**src/rtl/simt_mem_cfg.svh**
```systemverilog
`ifndef SIMT_MEM_CFG_SVH
`define SIMT_MEM_CFG_SVH

// ==========================================================
// Memory unit configuration
// ==========================================================

// Threads per warp and also the number of words in one block
`define SIMT_THREADS 8

// Width of data words and of addresses
`define SIMT_WORD_W 32

// Byte offset bits inside a 32-byte block
`define SIMT_BLK_OFS_W 5

// The RAM holds 2**6 blocks and higher block bits wrap
`define SIMT_RAM_IDX_W 6

`endif

```
**src/rtl/simt_mem_pkg.sv**
```systemverilog
`include "simt_mem_cfg.svh"

package simt_mem_pkg;

	typedef logic [`SIMT_WORD_W-1:0] word_t;
	typedef logic [`SIMT_THREADS-1:0] lane_mask_t;
	typedef logic [`SIMT_WORD_W-`SIMT_BLK_OFS_W-1:0] blk_addr_t;
	typedef logic [`SIMT_BLK_OFS_W-3:0] word_sel_t;
	typedef logic [2:0] warp_id_t;
	typedef logic [4:0] reg_addr_t;
	typedef logic signed [15:0] offset_t;

	// One warp-wide request as it arrives at the unit
	typedef struct packed {
		logic                     is_write;
		warp_id_t                 warp_id;
		reg_addr_t                reg_addr;
		lane_mask_t               mask;
		word_t [`SIMT_THREADS-1:0] base;
		offset_t                  offset;
		word_t [`SIMT_THREADS-1:0] wdata;
	} mem_req_t;

	// Registered request with effective addresses already formed
	typedef struct packed {
		logic                     is_write;
		warp_id_t                 warp_id;
		reg_addr_t                reg_addr;
		lane_mask_t               mask;
		word_t [`SIMT_THREADS-1:0] addr;
		word_t [`SIMT_THREADS-1:0] wdata;
	} lane_req_t;

	// One block access and the threads it serves
	typedef struct packed {
		logic       is_write;
		blk_addr_t  blk_addr;
		lane_mask_t serve;
	} blk_access_t;

	typedef struct packed {
		warp_id_t                 warp_id;
		reg_addr_t                reg_addr;
		logic                     is_write;
		word_t [`SIMT_THREADS-1:0] data;
	} mem_resp_t;

	typedef enum logic [1:0] {
		IDLE,
		ISSUE,
		WAIT,
		RESP
	} ctrl_state_e;

endpackage

```
**src/rtl/mem_addr_gen.sv**
```systemverilog
`timescale 1ns/1ps
`include "simt_mem_cfg.svh"

module mem_addr_gen (
	input  logic                    clk,
	input  logic                    rst_n_i,
	input  logic                    req_valid_i,
	input  simt_mem_pkg::mem_req_t  req_i,
	output logic                    lane_valid_o,
	output simt_mem_pkg::lane_req_t lane_o
);
	import simt_mem_pkg::*;

	localparam int OFS_W = $bits(offset_t);

	word_t                     ofs_ext;
	word_t [`SIMT_THREADS-1:0] eff_addr;

	// ==========================================================
	// Effective address per thread
	// ==========================================================

	assign ofs_ext = {{(`SIMT_WORD_W-OFS_W){req_i.offset[OFS_W-1]}}, req_i.offset};

	always_comb
	begin
		for (int i = 0; i < `SIMT_THREADS; i++)
		begin
			eff_addr[i] = req_i.base[i] + ofs_ext;
		end
	end

	// ==========================================================
	// Request register
	// ==========================================================

	always_ff @(posedge clk)
	begin
		if (!rst_n_i)
		begin
			lane_valid_o <= 1'b0;
		end
		else
		begin
			lane_valid_o <= req_valid_i;
		end
	end

	// Payload only changes when a request is strobed in
	always_ff @(posedge clk)
	begin
		if (req_valid_i)
		begin
			lane_o.is_write <= req_i.is_write;
			lane_o.warp_id  <= req_i.warp_id;
			lane_o.reg_addr <= req_i.reg_addr;
			lane_o.mask     <= req_i.mask;
			lane_o.addr     <= eff_addr;
			lane_o.wdata    <= req_i.wdata;
		end
	end

endmodule

```
**config.mk**
```make
export PLATFORM = sky130hd
export DESIGN_NAME = mem_addr_gen
export DESIGN_NICKNAME = d
export VERILOG_FILES = /design/src/rtl/simt_mem_pkg.sv /design/src/rtl/mem_addr_gen.sv
export VERILOG_INCLUDE_DIRS = /design/src /design/src/rtl
export SDC_FILE = /design/constraint.sdc
export NUM_CORES = 1
export LEC_CHECK = 0
export BUFFER_PORTS_ARGS = -buffer_cell sky130_fd_sc_hd__buf_2
export CORE_AREA = 2 2 416 418
export DETAILED_ROUTE_END_ITERATION = 16
export DIE_AREA = 0 0 418 420
export PLACE_DENSITY = 0.37
export RECOVER_POWER = 100
export SYNTH_ARGS = -nofsm -noshare
export SYNTH_HDL_FRONTEND = slang
export SYNTH_SLANG_ARGS = --single-unit
```
**constraint.sdc**
```tcl
create_clock -name clk -period 5.04 [get_ports clk]
set_input_delay 0.504 -clock clk [delete_from_list [all_inputs] [get_ports clk]]
set_output_delay 0.504 -clock clk [all_outputs]
set_load 0.01 [all_outputs]
```
==> results.txt, run 1 <==
----------------------------------------------------
[Final layout]
  Multi-input logic area ... 0.01187 mm^2
  Number of nets at the end of the flow ... 4437
  Finished Layout Cells ... 5962
  Relative area change from synthesis to final layout ... 44.88%
  Total non-filler cell area in the finished layout ... 0.04086 mm^2
  Filler Cells Inserted ... ~19000
  Share of layout cells above drive strength 1 ... 0.1818
  Sequential cell area ... roughly 0.016 mm^2

[Floorplanning]
  IO Pins ... between 1000 and 1500
  Die height ... 420 um
  Effective utilization at floorplan ... 0.1649
  Core area ... 0.1710 mm^2
  Count of standard-cell rows ... 152
  Area of the die ... 0.1756 mm^2
  Horizontal die dimension ... 418 um

[Run status]
  Violations in the final reports ... max-capacitance violations, max-slew violations
  Run status ... complete, but fails checks

[STA]
  Fmax ... 250.7 MHz
  Number of failing setup endpoints in the final timing report ... 0
  Max-slew headroom ... -0.7361
  Final number of max-transition violations ... 186
  Worst-Margin Slew ... 2.604 ns
  Final min period ... 3.988 ns
  Worst Hold Margin ... around 0.088 ns
  Setup repair after global routing missed its margin ... false
  Total negative slack ... 0 ns
  Hold Fails Final Rpt ... 0
  Fin crit share ... 0.7913

[Power]
  Sum of internal, switching and leakage power ... about 14 mW
  Worst-case vdd ir drop ... around 0.00023 V
  P per Cell Area ... 349.2 mW/mm^2
  Leakage dissipation ... 16.25 nW

[Logic synthesis]
  Async SR Flop Fraction ... 0
  Number of synthesized flops with an enable pin ... between 500 and 600
  Synthesized instance count ... 2226
  Number of distinct library cell variants in the gate-level netlist after synthesis ... 75
  Combined area of all synthesized cells ... 0.02820 mm^2
  Synth Net Count ... 3030
  Primary FF master, synth ... sky130_fd_sc_hd__edfxtp_1
  Avg Inst Size Synth ... 12.67 um^2
  Number of warning messages in the yosys log ... 0
  Part of the Yosys area used for sequential elements ... 0.5640
  Post-synthesis sequential element count ... between 500 and 600

[Drt]
  Detailed-route via count ... 24450
  Per-cell via count in the routed design ... 4.101
  Routed length per placed instance ... 24.48 um
  Detailed Routing Iterations Pass 1 ... 6
  Routed WL ... 146.0 mm
  Count of antenna-violating nets left after detailed routing ... 0
  Number of DRC violations after detailed routing ... 0
  Number of DRC markers in iteration 0 ... 1131

[GRT]
  GRT Overall Usage ... 0.1587
  Number of antenna violations at the first check in global routing ... 123
  Wire length of the first global-routing pass ... 193.1 mm
  Overflow after GRT ... 0
  Pin count of the biggest net entering global routing ... 90
  Number of global-route vias before repair ... around 25000

[Clock tree]
  Setup Fix Bufs, Post-CTS ... 0
  H-tree level count ... 3
  Clock Pin Slew Worst Setup and Hold Paths ... 0.06 ns
  CTS resizes ... 0
  Number of CTS-inserted buffers ... 75
  Quantity of hold-fixing buffers added after cts ... 270
  Clock sink total ... 530
  TritonCTS clock tree ... built
  Buffer cell driving the clock tree root ... sky130_fd_sc_hd__clkbuf_16
  Deepest clock path buffer count ... 3

[Worst setup path]
  Arrival time worst endpoint ... 4.42 ns
  Endpoint class of the critical path ... flip-flop
  Maximum fanout along the worst path ... 8
  Most frequent CP cell ... sky130_fd_sc_hd__a21oi_1
  Element type at the critical path start ... input pin
  WP data required ... 5.47 ns
  Crit-path cells ... clkbuf_1 > ha_1 > fa_1 > a21oi_1 > o21ai_0 > a2111oi_0 > o2111ai_1 > a31oi_1 > o21ai_1 > a311o_1 > a21oi_1 > xnor2_1
  Critical Setup Path Class ... in2reg
  Delay of the slowest cell on the worst path ... 0.90 ns
  CP max stage cell ... sky130_fd_sc_hd__a2111oi_0

[Placement]
  Post-placement cell count ... 5519
  Final weighted congestion of routability-driven global placement ... around 0.84
  Cell area after placement ... 0.03647 mm^2
  Number of input and output port buffers inserted ... about 1100
  HPWL after DPL ... 120.5 mm

[Min path]
  Class of the tightest hold or removal check ... in2reg
  Cell count of the worst hold path ... 2

[Flow run]
  Number of max-cap violations ... 4

----------------------------------------------------
stage by stage:
step / worst slack [ns] / utilization
3_3_place_gp: 0.7378 / 0.2133
2_1_floorplan: 1.825 / -
5_1_grt: 0.6845 / 0.2388
4_1_cts: 1.602 / 0.2431
6_report: 1.052 / 0.2390
3_5_place_dp: 0.7938 / 0.2133
final timing paths:
path	start	to	slack, ns
hold / removal	rst_n_i	lane_valid_o$_SDFF_PN0_	0.09
setup / recovery	req_i[256]	lane_o[316]$_DFFE_PP_	1.05
synth_stat cells (all sizes together), types with 9 or more instances:
cell      n  area (um^2)
o21bai   39        292.8
o21a     27        202.7
edfxtp  529        15890
a31oi    23        143.9
o211ai   12        90.09
nand2b   15        93.84
a211oi   21        162.6
nor2    104        390.4
nand4    25        156.4
o21ai   110        550.5
and3     20        125.1
clkbuf   36        135.1
a221oi   10        100.1
nand3    41        205.2
a41oi     9        86.34
a21o    147         1104
ha      248         3103
nand2   112        420.4
nor2b    22        137.6
xnor2   142         1244
inv      56        210.2
a21oi   220         1109
o31ai    16        120.1
nor3     20        100.1
a21boi    9        67.56
xor2     90        788.3
and2     14        87.59
cell families after synthesis:
group | after synthesis | synth area share
fa+ha+maj | 256 | 0.1157
flops | 530 | 0.5640
compound gates | 712 | 0.1673
simple gates | 402 | 0.06815
buf+inv | 93 | 0.01238
mux | 1 | 0.0003550
xor+xnor | 232 | 0.07206
registers in the layout, indices dropped and copies added, names as in the netlist:
name,cells
lane_o,529
lane_valid_o,1
placed cells by master, fill, tap and decap left out, types with 23 or more instances in the layout:
cell type / count
sky130_fd_sc_hd__buf_2: 533
sky130_fd_sc_hd__nand4_1: 25
sky130_fd_sc_hd__clkbuf_16: 75
sky130_fd_sc_hd__xnor2_1: 142
sky130_fd_sc_hd__inv_1: 56
sky130_fd_sc_hd__ha_1: 248
sky130_fd_sc_hd__edfxtp_1: 529
sky130_fd_sc_hd__xor2_1: 90
sky130_fd_sc_hd__o21bai_1: 39
sky130_fd_sc_hd__a21oi_1: 220
sky130_fd_sc_hd__nor2_1: 104
sky130_fd_sc_hd__dlygate4sd3_1: 270
sky130_fd_sc_hd__a21o_1: 147
sky130_fd_sc_hd__nand2_1: 112
sky130_fd_sc_hd__nand3_1: 41
sky130_fd_sc_hd__a31oi_1: 23
sky130_fd_sc_hd__diode_2: 38
sky130_fd_sc_hd__o21a_1: 27
sky130_fd_sc_hd__clkbuf_1: 562
sky130_fd_sc_hd__o21ai_0: 109
worst max-delay path, delay by kind of cell:
family / cells / cell delay [ns]
compound gates: 8 / 2.65
fa+ha+maj: 2 / 0.81
xor+xnor: 1 / 0.08
buf+inv: 1 / 0.37
final cells by class:
cell class | instances | share of cell area
timing repair buffer | 1367 | 0.1857
clock buffer | 89 | 0.04722
multi-input combinational | 1603 | 0.2905
sequential | 530 | 0.3893
antenna | 38 | 0.002328
inverter | 56 | 0.005145
clock inverter | 46 | 0.01139
tap | 2233 | 0.06839
routing by layer:
metal  vias up  global-route usage  routed length, um
met1     11670              0.1497              48420
met5         -                   0                 38
met3       339             0.03725               8646
li1      11510                   -                  -
met2       924              0.3188              81810
met4         6             0.07086               7056
power breakdown:
part           total [mW]  internal [mW]  leakage (nW)  switching, mW
Clock                5.31           3.06          1.15           2.25
Sequential           5.72           5.53          5.19          0.186
Combinational        3.23           1.23          9.91           2.01
(Power assumes the default switching activity.)
==> run 2: changes to the inputs <==
Settings changed: CORE_AREA 2 2 416 418 to 2 2 417 419, DIE_AREA 0 0 418 420 to 0 0 419 421, PLACE_DENSITY 0.37 to 0.38.
Clock period 5.04 ns to 3.5 ns, I/O delays scaled along.
==> results.txt, run 2 (same netlist as run 1, synthesis figures left out) <==
----------------------------------------------------
[Final layout]
  Largest reg by FF count ... lane_o
  Share of layout cells above drive strength 1 ... 0.2058 (+0.02405)
  Sequential cell area ... 0.01591 mm^2 (unchanged)
  Total non-filler cell area in the finished layout ... 0.04239 mm^2 (+3.8%)
  Largest registers ... lane_o x529, lane_valid_o x1
  Flip-flop count of the largest register after layout ... 529 (unchanged)
  Filler Cells Inserted ... 18780 (+0.43%)
  Most common library cell in the layout ignoring fill and taps ... sky130_fd_sc_hd__clkbuf_1
  Commonest cells after routing, fill and taps aside ... sky130_fd_sc_hd__clkbuf_1, sky130_fd_sc_hd__edfxtp_1, sky130_fd_sc_hd__buf_2, sky130_fd_sc_hd__dlygate4sd3_1, sky130_fd_sc_hd__ha_1
  Multi-input logic area ... 0.01193 mm^2 (+0.49%)
  Relative area change from synthesis to final layout ... 50.32%
  Core Util, Final ... 0.2458 (+0.006798)
  Number of nets at the end of the flow ... 4623 (+4.2%)

[Drt]
  Number of DRC violations after detailed routing ... 0 (unchanged)
  Detailed Routing Iterations Pass 1 ... 7 (+1)
  Count of antenna-violating nets left after detailed routing ... 0 (unchanged)
  Per-cell via count in the routed design ... 4.017 (-2.0%)
  Number of DRC markers in iteration 0 ... 1362 (+20%)
  Routed WL ... 146.6 mm (+0.44%)
  Routed length per placed instance ... 23.48 um (-4.1%)
  Detailed-route via count ... 25090 (+2.6%)

[GRT]
  Number of antenna violations at the first check in global routing ... 121 (-1.6%)
  Overflow after GRT ... 0 (unchanged)
  GRT Overall Usage ... 0.1586 (about the same)
  Wire length of the first global-routing pass ... 194.0 mm (+0.47%)
  Pin count of the biggest net entering global routing ... 81 (-10%)
  Number of global-route vias before repair ... 25650 (+3.1%)

[Clock tree]
  H-tree level count ... 3 (unchanged)
  Clock Pin Slew Worst Setup and Hold Paths ... 0.06 ns (about the same)
  TritonCTS clock tree ... built
  Setup Fix Bufs, Post-CTS ... 0 (unchanged)
  Buffer cell driving the clock tree root ... sky130_fd_sc_hd__clkbuf_16
  Number of CTS-inserted buffers ... 73 (-2.7%)
  Clock sink total ... 530 (unchanged)
  Deepest clock path buffer count ... 3 (unchanged)

[Run status]
  Run status ... complete, but fails checks
  Violations in the final reports ... max-capacitance violations, max-slew violations

[Floorplanning]
  Area of the die ... 0.1764 mm^2 (+0.48%)
  Core area ... 0.1725 mm^2 (+0.88%)
  Effective utilization at floorplan ... 0.1635 (-0.001442)
  Horizontal die dimension ... 419 um (+0.24%)
  IO Pins ... 1078 (unchanged)
  Die height ... 421 um (+0.24%)
  Count of standard-cell rows ... 153 (+0.66%)

[Worst setup path]
  Arrival time worst endpoint ... 3.83 ns (-0.59 ns)
  Critical Setup Path Class ... in2reg
  Endpoint class of the critical path ... flip-flop
  Element type at the critical path start ... input pin
  Maximum fanout along the worst path ... 3 (-5)
  WP data required ... 3.89 ns (-1.58 ns)

[Min path]
  Hold wc startpoint ... req_i[335]
  Class of the tightest hold or removal check ... in2reg
  Cell count of the worst hold path ... 3 (+1)
  Worst hold path endpoint ... lane_o[319]$_DFFE_PP_

[Flow run]
  Number of max-cap violations ... 1 (-3)

[Placement]
  HPWL after DPL ... 123.2 mm (+2.2%)
  Final weighted congestion of routability-driven global placement ... 0.8741 (+4.5%)
  Number of input and output port buffers inserted ... 1077 (unchanged)
  Worst Setup Slack post-DPL ... -0.2958 ns (-1.090 ns)
  Cell area after placement ... 0.03790 mm^2 (+3.9%)

[STA]
  Final Worst Setup Slack ... 0.05967 ns (-0.9923 ns)
  Final number of max-transition violations ... 55 (-70%)
  Final min period ... roughly 3.4 ns
  Total negative slack ... 0 ns (unchanged)
  Fmax ... 290.7 MHz
  Setup repair after global routing missed its margin ... false
  Worst-Margin Slew ... 2.148 ns (-0.4564 ns)
  Fin crit share ... 0.9830
  Max-slew headroom ... -0.4319 (+0.3042)
  Hold Fails Final Rpt ... 0 (unchanged)
  Number of failing setup endpoints in the final timing report ... 0 (unchanged)

[Power]
  Sum of internal, switching and leakage power ... 20.67 mW (+45%)
  P per Cell Area ... 487.7 mW/mm^2 (+40%)
  Leakage dissipation ... 16.99 nW (+4.5%)
  Worst-case vdd ir drop ... 0.0003142 V (+37%)

----------------------------------------------------
-- run 2: cell types whose count changed in the layout (fill, tap and decap cells not counted), moves of 3 or more --
| cell | delta |
|---|---|
| sky130_fd_sc_hd__dlygate4sd3_1 | +23 |
| sky130_fd_sc_hd__diode_2 | +15 |
| sky130_fd_sc_hd__clkbuf_1 | +36 |
| sky130_fd_sc_hd__clkbuf_4 | +34 |
| sky130_fd_sc_hd__clkinv_8 | -4 |
| sky130_fd_sc_hd__buf_12 | +3 |
| sky130_fd_sc_hd__buf_4 | +97 |
| sky130_fd_sc_hd__clkinv_2 | -3 |
| sky130_fd_sc_hd__buf_2 | -14 |
-- run 2: layout make-up --
type,instances,area share
flip-flops and latches,530,0.3752
multi-input cells,1603,0.2813
repair buffers,1555,0.2115
well taps,2325,0.06863
clock buffers,81,0.04380
clock inverters,42,0.01145
inverters,56,0.004959
diodes,53,0.003129
-- run 2: critical path, cell delays in order --
cell	delay, ns
sky130_fd_sc_hd__dlygate4sd3_1	0.58
sky130_fd_sc_hd__clkbuf_1	0.14
sky130_fd_sc_hd__ha_1	0.30
sky130_fd_sc_hd__a211oi_2	0.18
sky130_fd_sc_hd__nor2_1	0.13
sky130_fd_sc_hd__o311ai_0	0.51
sky130_fd_sc_hd__nand3_1	0.24
sky130_fd_sc_hd__o31a_1	0.32
sky130_fd_sc_hd__a211o_1	0.34
sky130_fd_sc_hd__a2111o_1	0.42
sky130_fd_sc_hd__a31oi_1	0.22
sky130_fd_sc_hd__xnor2_1	0.09
-- run 2: what timing repair did --
item,CTS,global route
hold buffers,293,0
endpoints found under the setup margin,0,5
resized for setup,0,3
endpoints found under the hold margin,293,0
-- run 2: worst max-delay path by stage --
stage	startpoint	endpoint	slack, ns	cells past startpoint
detailed placement	req_i[256]	lane_o[378]$_DFFE_PP_	-0.30	14
floorplan	req_i[256]	lane_o[510]$_DFFE_PP_	0.44	11
global route	req_i[256]	lane_o[510]$_DFFE_PP_	0.02	13
finish	req_i[273]	lane_o[285]$_DFFE_PP_	0.06	12
global placement	req_i[256]	lane_o[316]$_DFFE_PP_	-0.33	13
CTS	req_i[368]	lane_o[380]$_DFFE_PP_	0.08	15
-- run 2: metal layers --
metal  global-route usage  part of all wire  vias to the layer above
li1                     -                 -                    11870
met1               0.1471              0.33                    11910
met2               0.3062              0.55                      943
met3              0.03643             0.057                      352
met4               0.1016             0.060                       18
met5                    0           0.00070                        -
-- run 2: power breakdown --
group / leakage (nW) / switching (mW) / total [mW] / internal, mW
clock network: 1.13 / 3.20 / 7.51 / 4.31
logic: 10.7 / 2.94 / 4.91 / 1.97
registers: 5.19 / 0.280 / 8.25 / 7.97
-- run 2: through the flow --
step	hold WS, ns	std cells
4_1_cts	0.003797	6192
6_report	0.08512	6245
3_3_place_gp	0.5264	5776
5_1_grt	0.06052	6234
2_1_floorplan	0.4489	2226
3_5_place_dp	0.5282	5776
