==> src/rtl/simt_mem_cfg.svh <==
`ifndef SIMT_MEM_CFG_SVH
`define SIMT_MEM_CFG_SVH

// ==========================================================
// Memory unit configuration
// ==========================================================

// Threads per warp and also the number of words in one block
`define SIMT_THREADS 8

// Width of data words and of addresses
`define SIMT_WORD_W 32

// Byte offset bits inside a 32-byte block
`define SIMT_BLK_OFS_W 5

// The RAM holds 2**6 blocks and higher block bits wrap
`define SIMT_RAM_IDX_W 6

`endif

==> src/rtl/simt_mem_pkg.sv <==
`include "simt_mem_cfg.svh"

package simt_mem_pkg;

	typedef logic [`SIMT_WORD_W-1:0] word_t;
	typedef logic [`SIMT_THREADS-1:0] lane_mask_t;
	typedef logic [`SIMT_WORD_W-`SIMT_BLK_OFS_W-1:0] blk_addr_t;
	typedef logic [`SIMT_BLK_OFS_W-3:0] word_sel_t;
	typedef logic [2:0] warp_id_t;
	typedef logic [4:0] reg_addr_t;
	typedef logic signed [15:0] offset_t;

	// One warp-wide request as it arrives at the unit
	typedef struct packed {
		logic                     is_write;
		warp_id_t                 warp_id;
		reg_addr_t                reg_addr;
		lane_mask_t               mask;
		word_t [`SIMT_THREADS-1:0] base;
		offset_t                  offset;
		word_t [`SIMT_THREADS-1:0] wdata;
	} mem_req_t;

	// Registered request with effective addresses already formed
	typedef struct packed {
		logic                     is_write;
		warp_id_t                 warp_id;
		reg_addr_t                reg_addr;
		lane_mask_t               mask;
		word_t [`SIMT_THREADS-1:0] addr;
		word_t [`SIMT_THREADS-1:0] wdata;
	} lane_req_t;

	// One block access and the threads it serves
	typedef struct packed {
		logic       is_write;
		blk_addr_t  blk_addr;
		lane_mask_t serve;
	} blk_access_t;

	typedef struct packed {
		warp_id_t                 warp_id;
		reg_addr_t                reg_addr;
		logic                     is_write;
		word_t [`SIMT_THREADS-1:0] data;
	} mem_resp_t;

	typedef enum logic [1:0] {
		IDLE,
		ISSUE,
		WAIT,
		RESP
	} ctrl_state_e;

endpackage

==> src/rtl/mem_coalesce_ctrl.sv <==
`timescale 1ns/1ps
`include "simt_mem_cfg.svh"

module mem_coalesce_ctrl (
	input  logic                      clk,
	input  logic                      rst_n_i,
	input  logic                      req_valid_i,
	input  logic                      lane_valid_i,
	input  simt_mem_pkg::lane_req_t   lane_i,
	output logic                      acc_valid_o,
	output simt_mem_pkg::blk_access_t acc_o,
	output logic                      resp_valid_o,
	output logic                      busy_o
);
	import simt_mem_pkg::*;

	localparam int TID_W = $clog2(`SIMT_THREADS);

	ctrl_state_e      state_q;
	lane_mask_t       pending_q;
	lane_mask_t       serve_mask;
	lane_mask_t       remain;
	logic [TID_W-1:0] lead;
	blk_addr_t        lead_blk;
	logic             busy_q;

	// ==========================================================
	// Block selection
	// ==========================================================

	// Lowest pending thread picks the block for this pass
	always_comb
	begin
		lead = '0;
		for (int i = `SIMT_THREADS - 1; i >= 0; i--)
		begin
			if (pending_q[i])
				lead = TID_W'(i);
		end
	end

	assign lead_blk = lane_i.addr[lead][`SIMT_WORD_W-1:`SIMT_BLK_OFS_W];

	always_comb
	begin
		for (int i = 0; i < `SIMT_THREADS; i++)
		begin
			serve_mask[i] = pending_q[i] &&
				(lane_i.addr[i][`SIMT_WORD_W-1:`SIMT_BLK_OFS_W] == lead_blk);
		end
	end

	assign remain = pending_q & ~serve_mask;

	assign acc_valid_o = (state_q == ISSUE);
	assign acc_o = '{is_write: lane_i.is_write, blk_addr: lead_blk, serve: serve_mask};

	// ==========================================================
	// State machine
	// ==========================================================

	always_ff @(posedge clk)
	begin
		if (!rst_n_i)
		begin
			state_q   <= IDLE;
			pending_q <= '0;
			busy_q    <= 1'b0;
		end
		else
		begin
			case (state_q)
				IDLE:
				begin
					if (req_valid_i && !busy_q)
						busy_q <= 1'b1;
					if (lane_valid_i && busy_q)
					begin
						pending_q <= lane_i.mask;
						state_q   <= (lane_i.mask == '0) ? RESP : ISSUE;
					end
				end
				ISSUE:
				begin
					pending_q <= remain;
					if (!lane_i.is_write)
						state_q <= WAIT;
					else if (remain == '0)
						state_q <= RESP;
				end
				// The read data is captured during this cycle
				WAIT:
				begin
					state_q <= (pending_q == '0) ? RESP : ISSUE;
				end
				RESP:
				begin
					busy_q  <= 1'b0;
					state_q <= IDLE;
				end
				default:
				begin
					state_q <= IDLE;
				end
			endcase
		end
	end

	assign resp_valid_o = (state_q == RESP);
	assign busy_o = busy_q;

endmodule

==> config.mk <==
export PLATFORM = sky130hd
export DESIGN_NAME = mem_coalesce_ctrl
export DESIGN_NICKNAME = d
export VERILOG_FILES = /design/src/rtl/simt_mem_pkg.sv /design/src/rtl/mem_coalesce_ctrl.sv
export VERILOG_INCLUDE_DIRS = /design/src /design/src/rtl
export SDC_FILE = /design/constraint.sdc
export NUM_CORES = 1
export LEC_CHECK = 0
export BUFFER_PORTS_ARGS = -buffer_cell sky130_fd_sc_hd__buf_4
export CORE_AREA = 2 2 221 223
export CTS_BUF_LIST = sky130_fd_sc_hd__clkbuf_8 sky130_fd_sc_hd__clkbuf_16
export CTS_CLUSTER_DIAMETER = 120
export DETAILED_ROUTE_END_ITERATION = 8
export DIE_AREA = 0 0 223 225
export GPL_ROUTABILITY_DRIVEN = 0
export PLACE_DENSITY_LB_ADDON = 0.1
export SETUP_SLACK_MARGIN = 0.02
export SYNTH_ARGS = -nofsm -noshare
export SYNTH_HDL_FRONTEND = slang
export SYNTH_SLANG_ARGS = --single-unit
==> constraint.sdc <==
create_clock -name clk -period 3.4 [get_ports clk]
set_clock_uncertainty 0.15 [all_clocks]
set_input_delay 0.51 -clock clk [delete_from_list [all_inputs] [get_ports clk]]
set_output_delay 0.51 -clock clk [all_outputs]
set_load 0.05 [all_outputs]
==> results of run 1 <==
==> cells in the mapped netlist, types with 4 or more instances <==
master    number
nand3_1       16
xor2_1        61
a211oi_1      78
nor2_1        17
buf_2          4
a21boi_0       6
nor3_1        12
xnor2_1      128
mux2_2         6
mux4_2         6
a21boi_1       4
nor4_1        21
o21ai_0       17
dfxtp_1       11
and4_1         5
clkbuf_1      34
a221oi_4       6
inv_1         11
a21oi_1       16
nor4_2        19
and3_1        82
nand4_1       29
nand2_1       16
==> cells in the final DEF, fill, tap and decap left out, types with 9 or more instances in the layout <==
master     count
a211oi_1      43
nor4_2         9
nor4_4        23
nand2_1       13
xnor2_1      102
buf_6         23
a21oi_1       13
and3_1        77
xor2_1        56
clkbuf_16     13
buf_4        517
o21ai_0       12
xnor2_2       23
nor2_1        13
inv_1         12
buf_12        20
nand3_1       13
nand4_1       29
a211oi_2      33
==> power breakdown <==
part           internal [mW]  total, mW  switching, mW
Combinational           4.80       10.1           5.28
Clock                  0.154      0.208         0.0542
Sequential             0.156      0.196         0.0405
Total                   5.11       10.5           5.38
==> logic make-up (layout without fill, tap and decap cells) <==
logic type	Yosys count	in the layout	share of synthesized area (%)
AOI/OAI and AO/OA	147	147	23.7
xor gates and xnor gates	189	189	33.6
buffers and inverters	51	596	4.21
DFF	11	11	4.47
muxes	14	14	4.52
other	0	8	0
and+or+nand+nor	229	229	29.5
==> flip-flops by register name, summed over array words and instances, names as in the netlist <==
name / flops
busy_o: 1
pending_q: 8
state_q: 2
==> layout make-up <==
| type | count | area [µm²] | share of cell area, % |
|---|---|---|---|
| multi-input combinational | 579 | 5490 | 47.2 |
| timing repair buffer | 581 | 5010 | 43.0 |
| tap | 615 | 769 | 6.61 |
| sequential | 11 | 231 | 1.99 |
| clock buffer | 3 | 75.1 | 0.645 |
| inverter | 11 | 41.3 | 0.355 |
| antenna | 8 | 20.0 | 0.172 |
| clock inverter | 1 | 3.75 | 0.0323 |
==> worst register-to-register path, cell delays in order (launching register included) <==
cell and delay [ns]:
dfxtp_2 0.34, nor2b_4 0.14, o21ai_4 0.35, nand2_8 0.15, buf_12 0.18, buf_16 0.15, a211oi_1 0.24, buf_4 0.16
nor4_4 0.03, buf_4 0.17, xor2_1 0.22, nor4_4 0.41, buf_4 0.17, nand4_1 0.09, buf_6 0.15, buf_4 0.13
o21ai_0 0.16, a21boi_1 0.22, a31o_1 0.15
==> repair_timing <==
action | 4_1_cts | 5_1_grt
setup buffers | 17 | 18
pin swaps | 26 | 10
endpoints found under the setup margin | 17 | 19
gates resized for setup | 105 | 68
gates cloned | 3 | 10
==> final timing paths <==
kind	start	to	slack [ns]	depth (start not counted)
min	lane_i[512]	pending_q[0]	0.40	3
max	pending_q[7]	acc_o[7]	-0.86	13
min reg2reg	busy_o	busy_o	0.42	2
max reg2reg	pending_q[7]	state_q[1]	-0.42	18
==> through the flow <==
step,std cells,hold WS (ns),power [mW],cell area (µm²)
floorplan,641,0.332,4.77,5320
global placement,1749,0.422,8.84,10000
detailed placement,1749,0.422,8.77,10000
CTS,1773,0.403,9.83,10900
global route,1804,0.407,11.1,11600
finish,1809,0.401,10.5,11600
==> per-layer routing <==
layer	GRT usage [%]	wire length [µm]	share of wire, %
met1	23.7	21600	50
met2	23.3	18100	42
met3	4.05	3070	7.1
met4	2.27	435	1.0
met5	0	126	0.29
==> flow_summary.ini, run 1 <==
[synthesis]
async_flop_share_pct = 0
synth_top_area_cell = xnor2_1
synth_edf_count = 0
synth_ff_type = dfxtp_1
synthCells = 641
yosysUniqueCellTypes = 47
syn_nets = 1174
synth.avg_cell_area_um2 = 7.69
synth_seq_cells = 11
synth_area_leaders = xnor2_1, a211oi_1, xor2_1
synthesis.area_mm2 = 0.00493
synth-warning-count = 0
synth.top_cell.area_share_pct = 22.7
synth-seq-area-share_pct = 4.47

[drt]
via_count = 7360
firstDrtPassIters = 4
drc_errors = 0
first_iter_violations = 491
viasPerCell = 4.07
drt-total-wl_um = 43400
route.detailed.wl_per_inst_um = 24.0
ant_nets = 0

[clock_tree]
htree_levels = 1
cts_buffer_depth = 2
cts-root-buf = clkbuf_16
path_clk_slew_ns = 0.04
clock_sinks = 11
tritoncts = done
numCtsBuffers = 3
clock_latency_ns = 0.23
hold_buffers = 0

[sta]
fmax_ghz = 0.235
maxSlewViolCount = 0
fin_crit_ns = 4.26
fin_tns_setup_ns = -6.99
min_period_over_period_pct = 125
rsz0062_at_grt = true
timing.slew.headroom_pct = 53.7
finalHoldViolCount = 0
setup_ws_ns = -0.857
worst_slew_pin_slew_ns = 0.689
setup_viol = 15

[critical_path]
cp-start-kind = register
crit_path_top_delay_cell = or3_4
endpoint_kind = output pin
worst-path-buf-inv = 4
required_ns = 2.74
crit_path_cell_trace = nor2b_4, o21ai_4, buf_6, buf_16, and3_1, a211oi_1, buf_4, nor4_4, xnor2_2, nand4_1, or3_4, nor4_4, buf_6
slowest_delay_ns = 0.47
path_delay_family = simple AND/OR/NAND/NOR gates
worstPathArrival_ns = 3.60
crit_type = reg -> out
path_max_fanout = 7

[placement]
dp_hpwl_um = 35500
portBuffers = 267
post-place-ws_ns = -0.993

[floorplan]
core_mm2 = 0.0475
start_util_pct = 10.4
die_y_um = 225
pin_count = 572
rows = 80
design.die.area_mm2 = 0.0502
die_x_um = 223

[cells_and_area]
nNetsFinal = 1720
final_util_pct = 24.5
nFillCells = 5262
drive_gt1_share_pct = 63.6
area_growth_pct = 136

[job]
max-cap-violations = 0

[worst_hold_path]
hold_path_class = in -> reg

[run_status]
violations = setup timing
status = complete, but fails checks

[global_routing]
grt_pass1_vias = 7652
grtUsageTotal_pct = 16.0
grt-ovfl-total = 0
antenna_found_initial = 18
grt_max_degree = 51
grt_pass1_wl_um = 57100

[pwr]
pwr_density_cell_mw_per_mm2 = 901
leakage_nw = 5.01
vdd_drop_max_v = 0.000238
Power figures use the tool's default switching activity.
==> run 2, diff against run 1 <==
--- a/config.mk
+++ b/config.mk
@@ -6,6 +6,7 @@
 export SDC_FILE = /design/constraint.sdc
 export NUM_CORES = 1
 export LEC_CHECK = 0
+export ABC_AREA = 1
 export BUFFER_PORTS_ARGS = -buffer_cell sky130_fd_sc_hd__buf_4
 export CORE_AREA = 2 2 221 223
 export CTS_BUF_LIST = sky130_fd_sc_hd__clkbuf_8 sky130_fd_sc_hd__clkbuf_16
==> run 2 against run 1 <==
  * The flow still finishes with violations (setup timing)
  * Wire length increased by 2.8%
  * Setup slack improved by 0.66 ns
  * Clock-buffer cell count unchanged
  * Combinational power decreased by 28%
  * Critical path depth increased by 9
  * Final cell count increased by 33%
  * Sequential cell count unchanged
  * Register-to-register slack improved by 0.53 ns
  * Critical endpoint is now acc_o[1]
  * Largest cell class unchanged
==> flow_summary.ini, run 2 <==
[critical_path]
r2r_end = state_q[1]
endpoint_kind = output pin
worst-path-buf-inv = 6
worstPathArrival_ns = 2.94
setup.worst_path.end = acc_o[1]
required_ns = 2.74
path_delay_family = simple AND/OR/NAND/NOR gates
path_max_fanout = 8
slowest_delay_ns = 0.32
rrSetupSlack_ns = 0.11
cp-start-kind = register
path_depth = 22
r2r_start = pending_q[6]
worstRegToRegCells = 28
crit_type = reg -> out
crit_path_top_delay_cell = dfxtp_2
cp_common_cell = nand2_1
crit_start = pending_q[6]
crit_path_cell_trace = inv_2, nand2_1, nand2_1, nand2_2, nand2_2, nand2_4, buf_4, a21oi_4, buf_12, buf_6, nand2_1, nand3_1, nand3_2, buf_4, nand3_1, nand2_1, nor2_1, nand2_2, nor2_4, nand2_4, nor3_4, buf_6

[floorplan]
core_mm2 = 0.0475
rows = 80
die_x_um = 223
pin_count = 572
die_y_um = 225
start_util_pct = 14.0
design.die.area_mm2 = 0.0502

[drt]
viasPerCell = 4.30
route.detailed.wl_per_inst_um = 18.6
firstDrtPassIters = 5
drc_errors = 0
via_count = 10300
ant_nets = 0
drt-total-wl_um = 44600
first_iter_violations = 704

[synthesis]
async_flop_share_pct = 0
synth_area_leaders = nand2_1, nand3_1, nand3_2
synthesis.area_mm2 = 0.00664
synth_seq_cells = 11
synth_top_area_cell = nand2_1
synth.top_cell.area_share_pct = 27.3
syn_nets = 1838
synth_commonest_cells = nand2_1, nand3_1, inv_1, nor2_1, nand3_2
synth_edf_count = 0
synth-warning-count = 0
yosysUniqueCellTypes = 35
synth.avg_cell_area_um2 = 5.09
synthCells = 1305
synth-seq-area-share_pct = 3.32
synth_ff_type = dfxtp_1
yosysMostFrequentCell = nand2_1

[cells_and_area]
multi_input_area_mm2 = 0.00652
final_common_cell = buf_4
final_util_pct = 26.5
final_cell_mix = buf_4, nand2_1, nand3_1
nNetsFinal = 2311
nFillCells = 5377
seq_area_um2 = 223
largest_register_ff_count = 8
area_growth_pct = 89.8
top_register = pending_q
drive_gt1_share_pct = 44.3
fin_area_mm2 = 0.0126

[sta]
fin_tns_setup_ns = -1.19
setup_ws_ns = -0.198
min_period_over_period_pct = 106
whs_ns = 0.334
setup_viol = 7
timing.slew.headroom_pct = 61.5
rsz0062_at_grt = true
maxSlewViolCount = 0
worst_slew_pin_slew_ns = 0.575
fmax_ghz = 0.278
fin_crit_ns = 3.60
finalHoldViolCount = 0

[job]
max-cap-violations = 0

[global_routing]
antenna_found_initial = 21
grt-ovfl-total = 0
grtUsageTotal_pct = 17.1
grt_pass1_vias = 9966
grt_pass1_wl_um = 64400
grt_max_degree = 47

[pwr]
pwr_density_cell_mw_per_mm2 = 606
vdd_drop_max_v = 0.000240
leakage_nw = 6.45

[clock_tree]
cts-root-buf = clkbuf_16
cts_buffer_depth = 2
clock_latency_ns = 0.24
htree_levels = 1
path_clk_slew_ns = 0.05
tritoncts = done
clock_sinks = 11
hold_buffers = 0
numCtsBuffers = 3

[run_status]
violations = setup timing
status = complete, but fails checks

[placement]
dp_hpwl_um = 36100
portBuffers = 267
dpl_cell_area_mm2 = 0.0107

[worst_hold_path]
hold_path_class = reg -> reg
[run 2: cell count changes after synthesis, moves of 19 or more]
cell      previous run  this run
xor2_1              61        22
nor4_1              21         2
nand3_1             16       316
and3_1              82         0
nand3_2              0        56
a211oi_1            78         0
nor2_1              17        86
clkbuf_1            34         7
nand2_1             16       483
nand2_2              0        20
nand3b_1             0        52
xnor2_1            128         7
nor4_2              19         0
inv_1               11       129
[run 2: worst min path at each step]
stage	startpoint	endpoint	slack (ns)	cells past startpoint
2_1_floorplan	pending_q[7]	pending_q[7]	0.32	2
3_3_place_gp	busy_o	busy_o	0.33	2
3_5_place_dp	busy_o	busy_o	0.35	2
4_1_cts	pending_q[7]	pending_q[7]	0.34	2
5_1_grt	pending_q[7]	pending_q[7]	0.35	2
6_report	pending_q[7]	pending_q[7]	0.33	2
[run 2: kinds of logic after synthesis]
| group | count (synthesis) | share of synthesized area, % |
|---|---|---|
| AO/OA/AOI/OAI | 36 | 3.77 |
| flip-flops | 11 | 3.32 |
| buffers and inverters | 185 | 12.8 |
| AND/OR/NAND/NOR | 1044 | 76.3 |
| XOR/XNOR | 29 | 3.83 |
[run 2: per-layer routing]
metal	part of all wire, %	track usage, %	up-vias
met2	42	26.0	329
li1	-	-	5229
met5	0.36	0	-
met1	49	24.8	4705
met4	0.60	1.08	24
met3	8.3	4.99	36
[run 2: where the power goes]
group | internal, mW | switching (mW) | total [mW]
Clock | 0.155 | 0.0645 | 0.220
Sequential | 0.140 | 0.00844 | 0.148
Combinational | 3.08 | 4.19 | 7.27
[run 2: final cells by class]
type / instances / share of cell area [%]
timing repair buffer: 516 / 35.4
antenna: 10 / 0.199
sequential: 11 / 1.77
inverter: 137 / 4.14
clock inverter: 1 / 0.0298
multi-input combinational: 1109 / 51.8
clock buffer: 3 / 0.596
tap: 615 / 6.11
[run 2: what timing repair did]
action	CTS	global route
setup buffers	40	21
gates resized for setup	211	88
setup endpoints to repair	12	11
pin swaps	88	74
gates cloned	5	1
[run 2: stage by stage]
stage | worst slack (ns) | total power, mW | instances
2_1_floorplan | -0.0824 | 3.53 | 1305
3_3_place_gp | -0.326 | 6.26 | 2325
3_5_place_dp | -0.344 | 6.25 | 2325
4_1_cts | -0.275 | 7.38 | 2373
5_1_grt | -0.396 | 8.28 | 2392
6_report | -0.198 | 7.64 | 2402
[run 2: tightest hold or removal path, delay by kind of cell (launching register included)]
kind,cells,cell delay [ns]
flops,1,0.33
simple gates,1,0.06
compound gates,1,0.05
==> run 3, diff against run 2 <==
--- a/config.mk
+++ b/config.mk
@@ -14,7 +14,7 @@
 export DETAILED_ROUTE_END_ITERATION = 8
 export DIE_AREA = 0 0 223 225
 export GPL_ROUTABILITY_DRIVEN = 0
-export PLACE_DENSITY_LB_ADDON = 0.1
+export PLACE_DENSITY = 0.41
 export SETUP_SLACK_MARGIN = 0.02
 export SYNTH_ARGS = -nofsm -noshare
 export SYNTH_HDL_FRONTEND = slang
==> run 3 against run 2 <==
  * The flow still finishes with violations (setup timing)
  * Die area unchanged
  * Critical path depth up 2
  * Via count up 1.8%
  * Register-to-register slack worse by 0.24 ns
  * Non-clock buffer count up 7
  * Total power up 0.87%
  * Sequential cell count unchanged
  * Clock-buffer cell count unchanged
  * Clock power about the same
  * Fmax down 1.4%
==> flow_summary.ini, run 3 (synthesis results as in run 2) <==
[sta]
fin_crit_ns = 3.65
fmax_ghz = 0.274
whs_ns = 0.353
timing.slew.headroom_pct = 50.5
setup_ws_ns = -0.249
maxSlewViolCount = 0
worst_slew_pin_slew_ns = 0.739
rsz0062_at_grt = true
finalHoldViolCount = 0
min_period_over_period_pct = 107
setup_viol = 8

[run_status]
status = complete, but fails checks
violations = setup timing

[cells_and_area]
final_common_cell = buf_4
largest_register_ff_count = 8
nNetsFinal = 2320
drive_gt1_share_pct = 44.7
final_cell_mix = buf_4, nand2_1, nand3_1
area_growth_pct = 93.1
fin_area_mm2 = 0.0128
top_register = pending_q
nFillCells = 5318

[global_routing]
grt_pass1_vias = 9842
grt_pass1_wl_um = 62100
grt.met1_usage_pct = 22.7
grtUsageTotal_pct = 16.5
antenna_found_initial = 22
grt_use_met3_pct = 5.42
grt_max_degree = 34
grt_util_met2_pct = 25.7
busiest_layer = met2
grt-ovfl-total = 0

[pwr]
combPwrFrac_pct = 95.3
pwr-share-clk_pct = 2.8
seqPwrFrac_pct = 1.9
switching_share_pct = 55.3
pwr_density_cell_mw_per_mm2 = 601
vdd_drop_max_v = 0.000266
leakage_nw = 6.48
netSwitchingPower_mw = 4.26
internal_power_mw = 3.45

[drt]
first_iter_violations = 792
firstDrtPassIters = 5
ant_nets = 0
via_count = 10500
drc_errors = 0
drt-total-wl_um = 43600
route.detailed.wl_per_inst_um = 18.1
viasPerCell = 4.36

[critical_path]
worstPathArrival_ns = 2.99
slowest_delay_ns = 0.31
cp_common_cell = nand2_2
endpoint_kind = output pin
r2r_start = pending_q[6]
rrSetupSlack_ns = -0.13
crit_path_top_delay_cell = dfxtp_2
crit_path_cell_trace = inv_2, nand2_1, nand2_1, nand2_2, nand2_2, nand2_4, buf_6, a21oi_4, buf_12, buf_8, buf_6, nand2_2, nand3_2, nand3_4, nand2_4, buf_4, buf_6, nand2_1, a21oi_2, nand3_2, nor2_4, nand2_2, nor2_4, buf_8
path_max_fanout = 8
cp-start-kind = register
crit_start = pending_q[6]
worstRegToRegCells = 28
setup.worst_path.end = acc_o[5]
required_ns = 2.74
r2r_end = state_q[1]
crit_type = reg -> out

[clock_tree]
path_clk_slew_ns = 0.05
clock_latency_ns = 0.24
tritoncts = done
numCtsBuffers = 3
clock_sinks = 11
cts-root-buf = clkbuf_16
cts_buffer_depth = 2
htree_levels = 1

[floorplan]
start_util_pct = 14.0
design.die.area_mm2 = 0.0502
die_x_um = 223
die_y_um = 225
rows = 80
pin_count = 572
core_mm2 = 0.0475

[worst_hold_path]
min_from = pending_q[1]
hold_path_class = reg -> reg
holdPathStages = 2

[placement]
dp_hpwl_um = 34500
dpl_cell_area_mm2 = 0.0106
portBuffers = 267

[job]
max-cap-violations = 0
-- run 3: cell types whose count changed in the layout (fill, tap and decap cells not counted), moves of 2 or more --
cell	delta
buf_16	+4
nand2_2	-6
bufbuf_16	+3
nand2_8	+3
buf_4	+4
nand2_1	+12
nand3_1	-7
nand2_4	-7
nand3_4	+5
nor2_2	+7
nand3_2	+2
buf_12	-5
nor2_4	-3
nor2_1	-4
-- run 3: through the flow --
stage / power [mW] / util (%) / TNS (ns) / setup slack [ns] / instances
after floorplan: 3.53 / - / -0.147 / -0.0824 / 1305
after global placement: 6.01 / 22.3 / -1.72 / -0.286 / 2320
after detailed placement: 6.03 / 22.3 / -1.60 / -0.266 / 2320
after CTS: 7.33 / 25.7 / -1.86 / -0.302 / 2376
after global routing: 8.29 / 26.9 / -3.70 / -0.445 / 2402
final: 7.71 / 27.0 / -1.73 / -0.249 / 2410
-- run 3: layout make-up --
cell class	instances	area [µm²]	area share (%)
clock buffers	3	75.1	0.586
multi-input cells	1111	6590	51.4
well taps	615	769	6.00
clock inverters	1	5.00	0.0390
diodes	9	22.5	0.176
inverters	137	524	4.09
repair buffers	523	4610	36.0
flip-flops and latches	11	221	1.73
-- run 3: routing by layer --
layer  vias to the layer above  part of all wire, %
met3                        48                   10
met5                         -                 0.40
met4                        30                 0.67
met1                      4780                   46
met2                       400                   43
li1                       5251                    -
-- run 3: power by group through the flow --
stage                     clock network [mW]  registers (mW)  logic (mW)
final                                  0.218           0.148        7.34
after global routing                   0.229           0.150        7.91
after CTS                              0.222           0.148        6.96
after detailed placement                   0           0.150        5.88
after global placement                     0           0.150        5.86
after floorplan                            0           0.154        3.37
-- run 3: worst max-delay path: cells and delay by family, from the launching register on --
kind	cells	cell delay, ns
AOI/OAI and AO/OA	2	0.31
and+or+nand+nor	14	1.18
buffers and inverters	8	0.93
DFF	1	0.31
-- run 3: worst min path at each step --
stage                         endpoint
after floorplan           pending_q[7]
after global placement          busy_o
after detailed placement  pending_q[1]
after CTS                 pending_q[1]
after global routing      pending_q[1]
final                     pending_q[1]
-- run 3: repair_timing --
item / 4_1_cts / 5_1_grt
hold buffers: 0 / 0
endpoints found under the hold margin: 0 / 0
cloned: 12 / 1
gates resized for setup: 201 / 99
setup buffers: 41 / 26
endpoints found under the setup margin: 10 / 13
pin swaps: 56 / 79
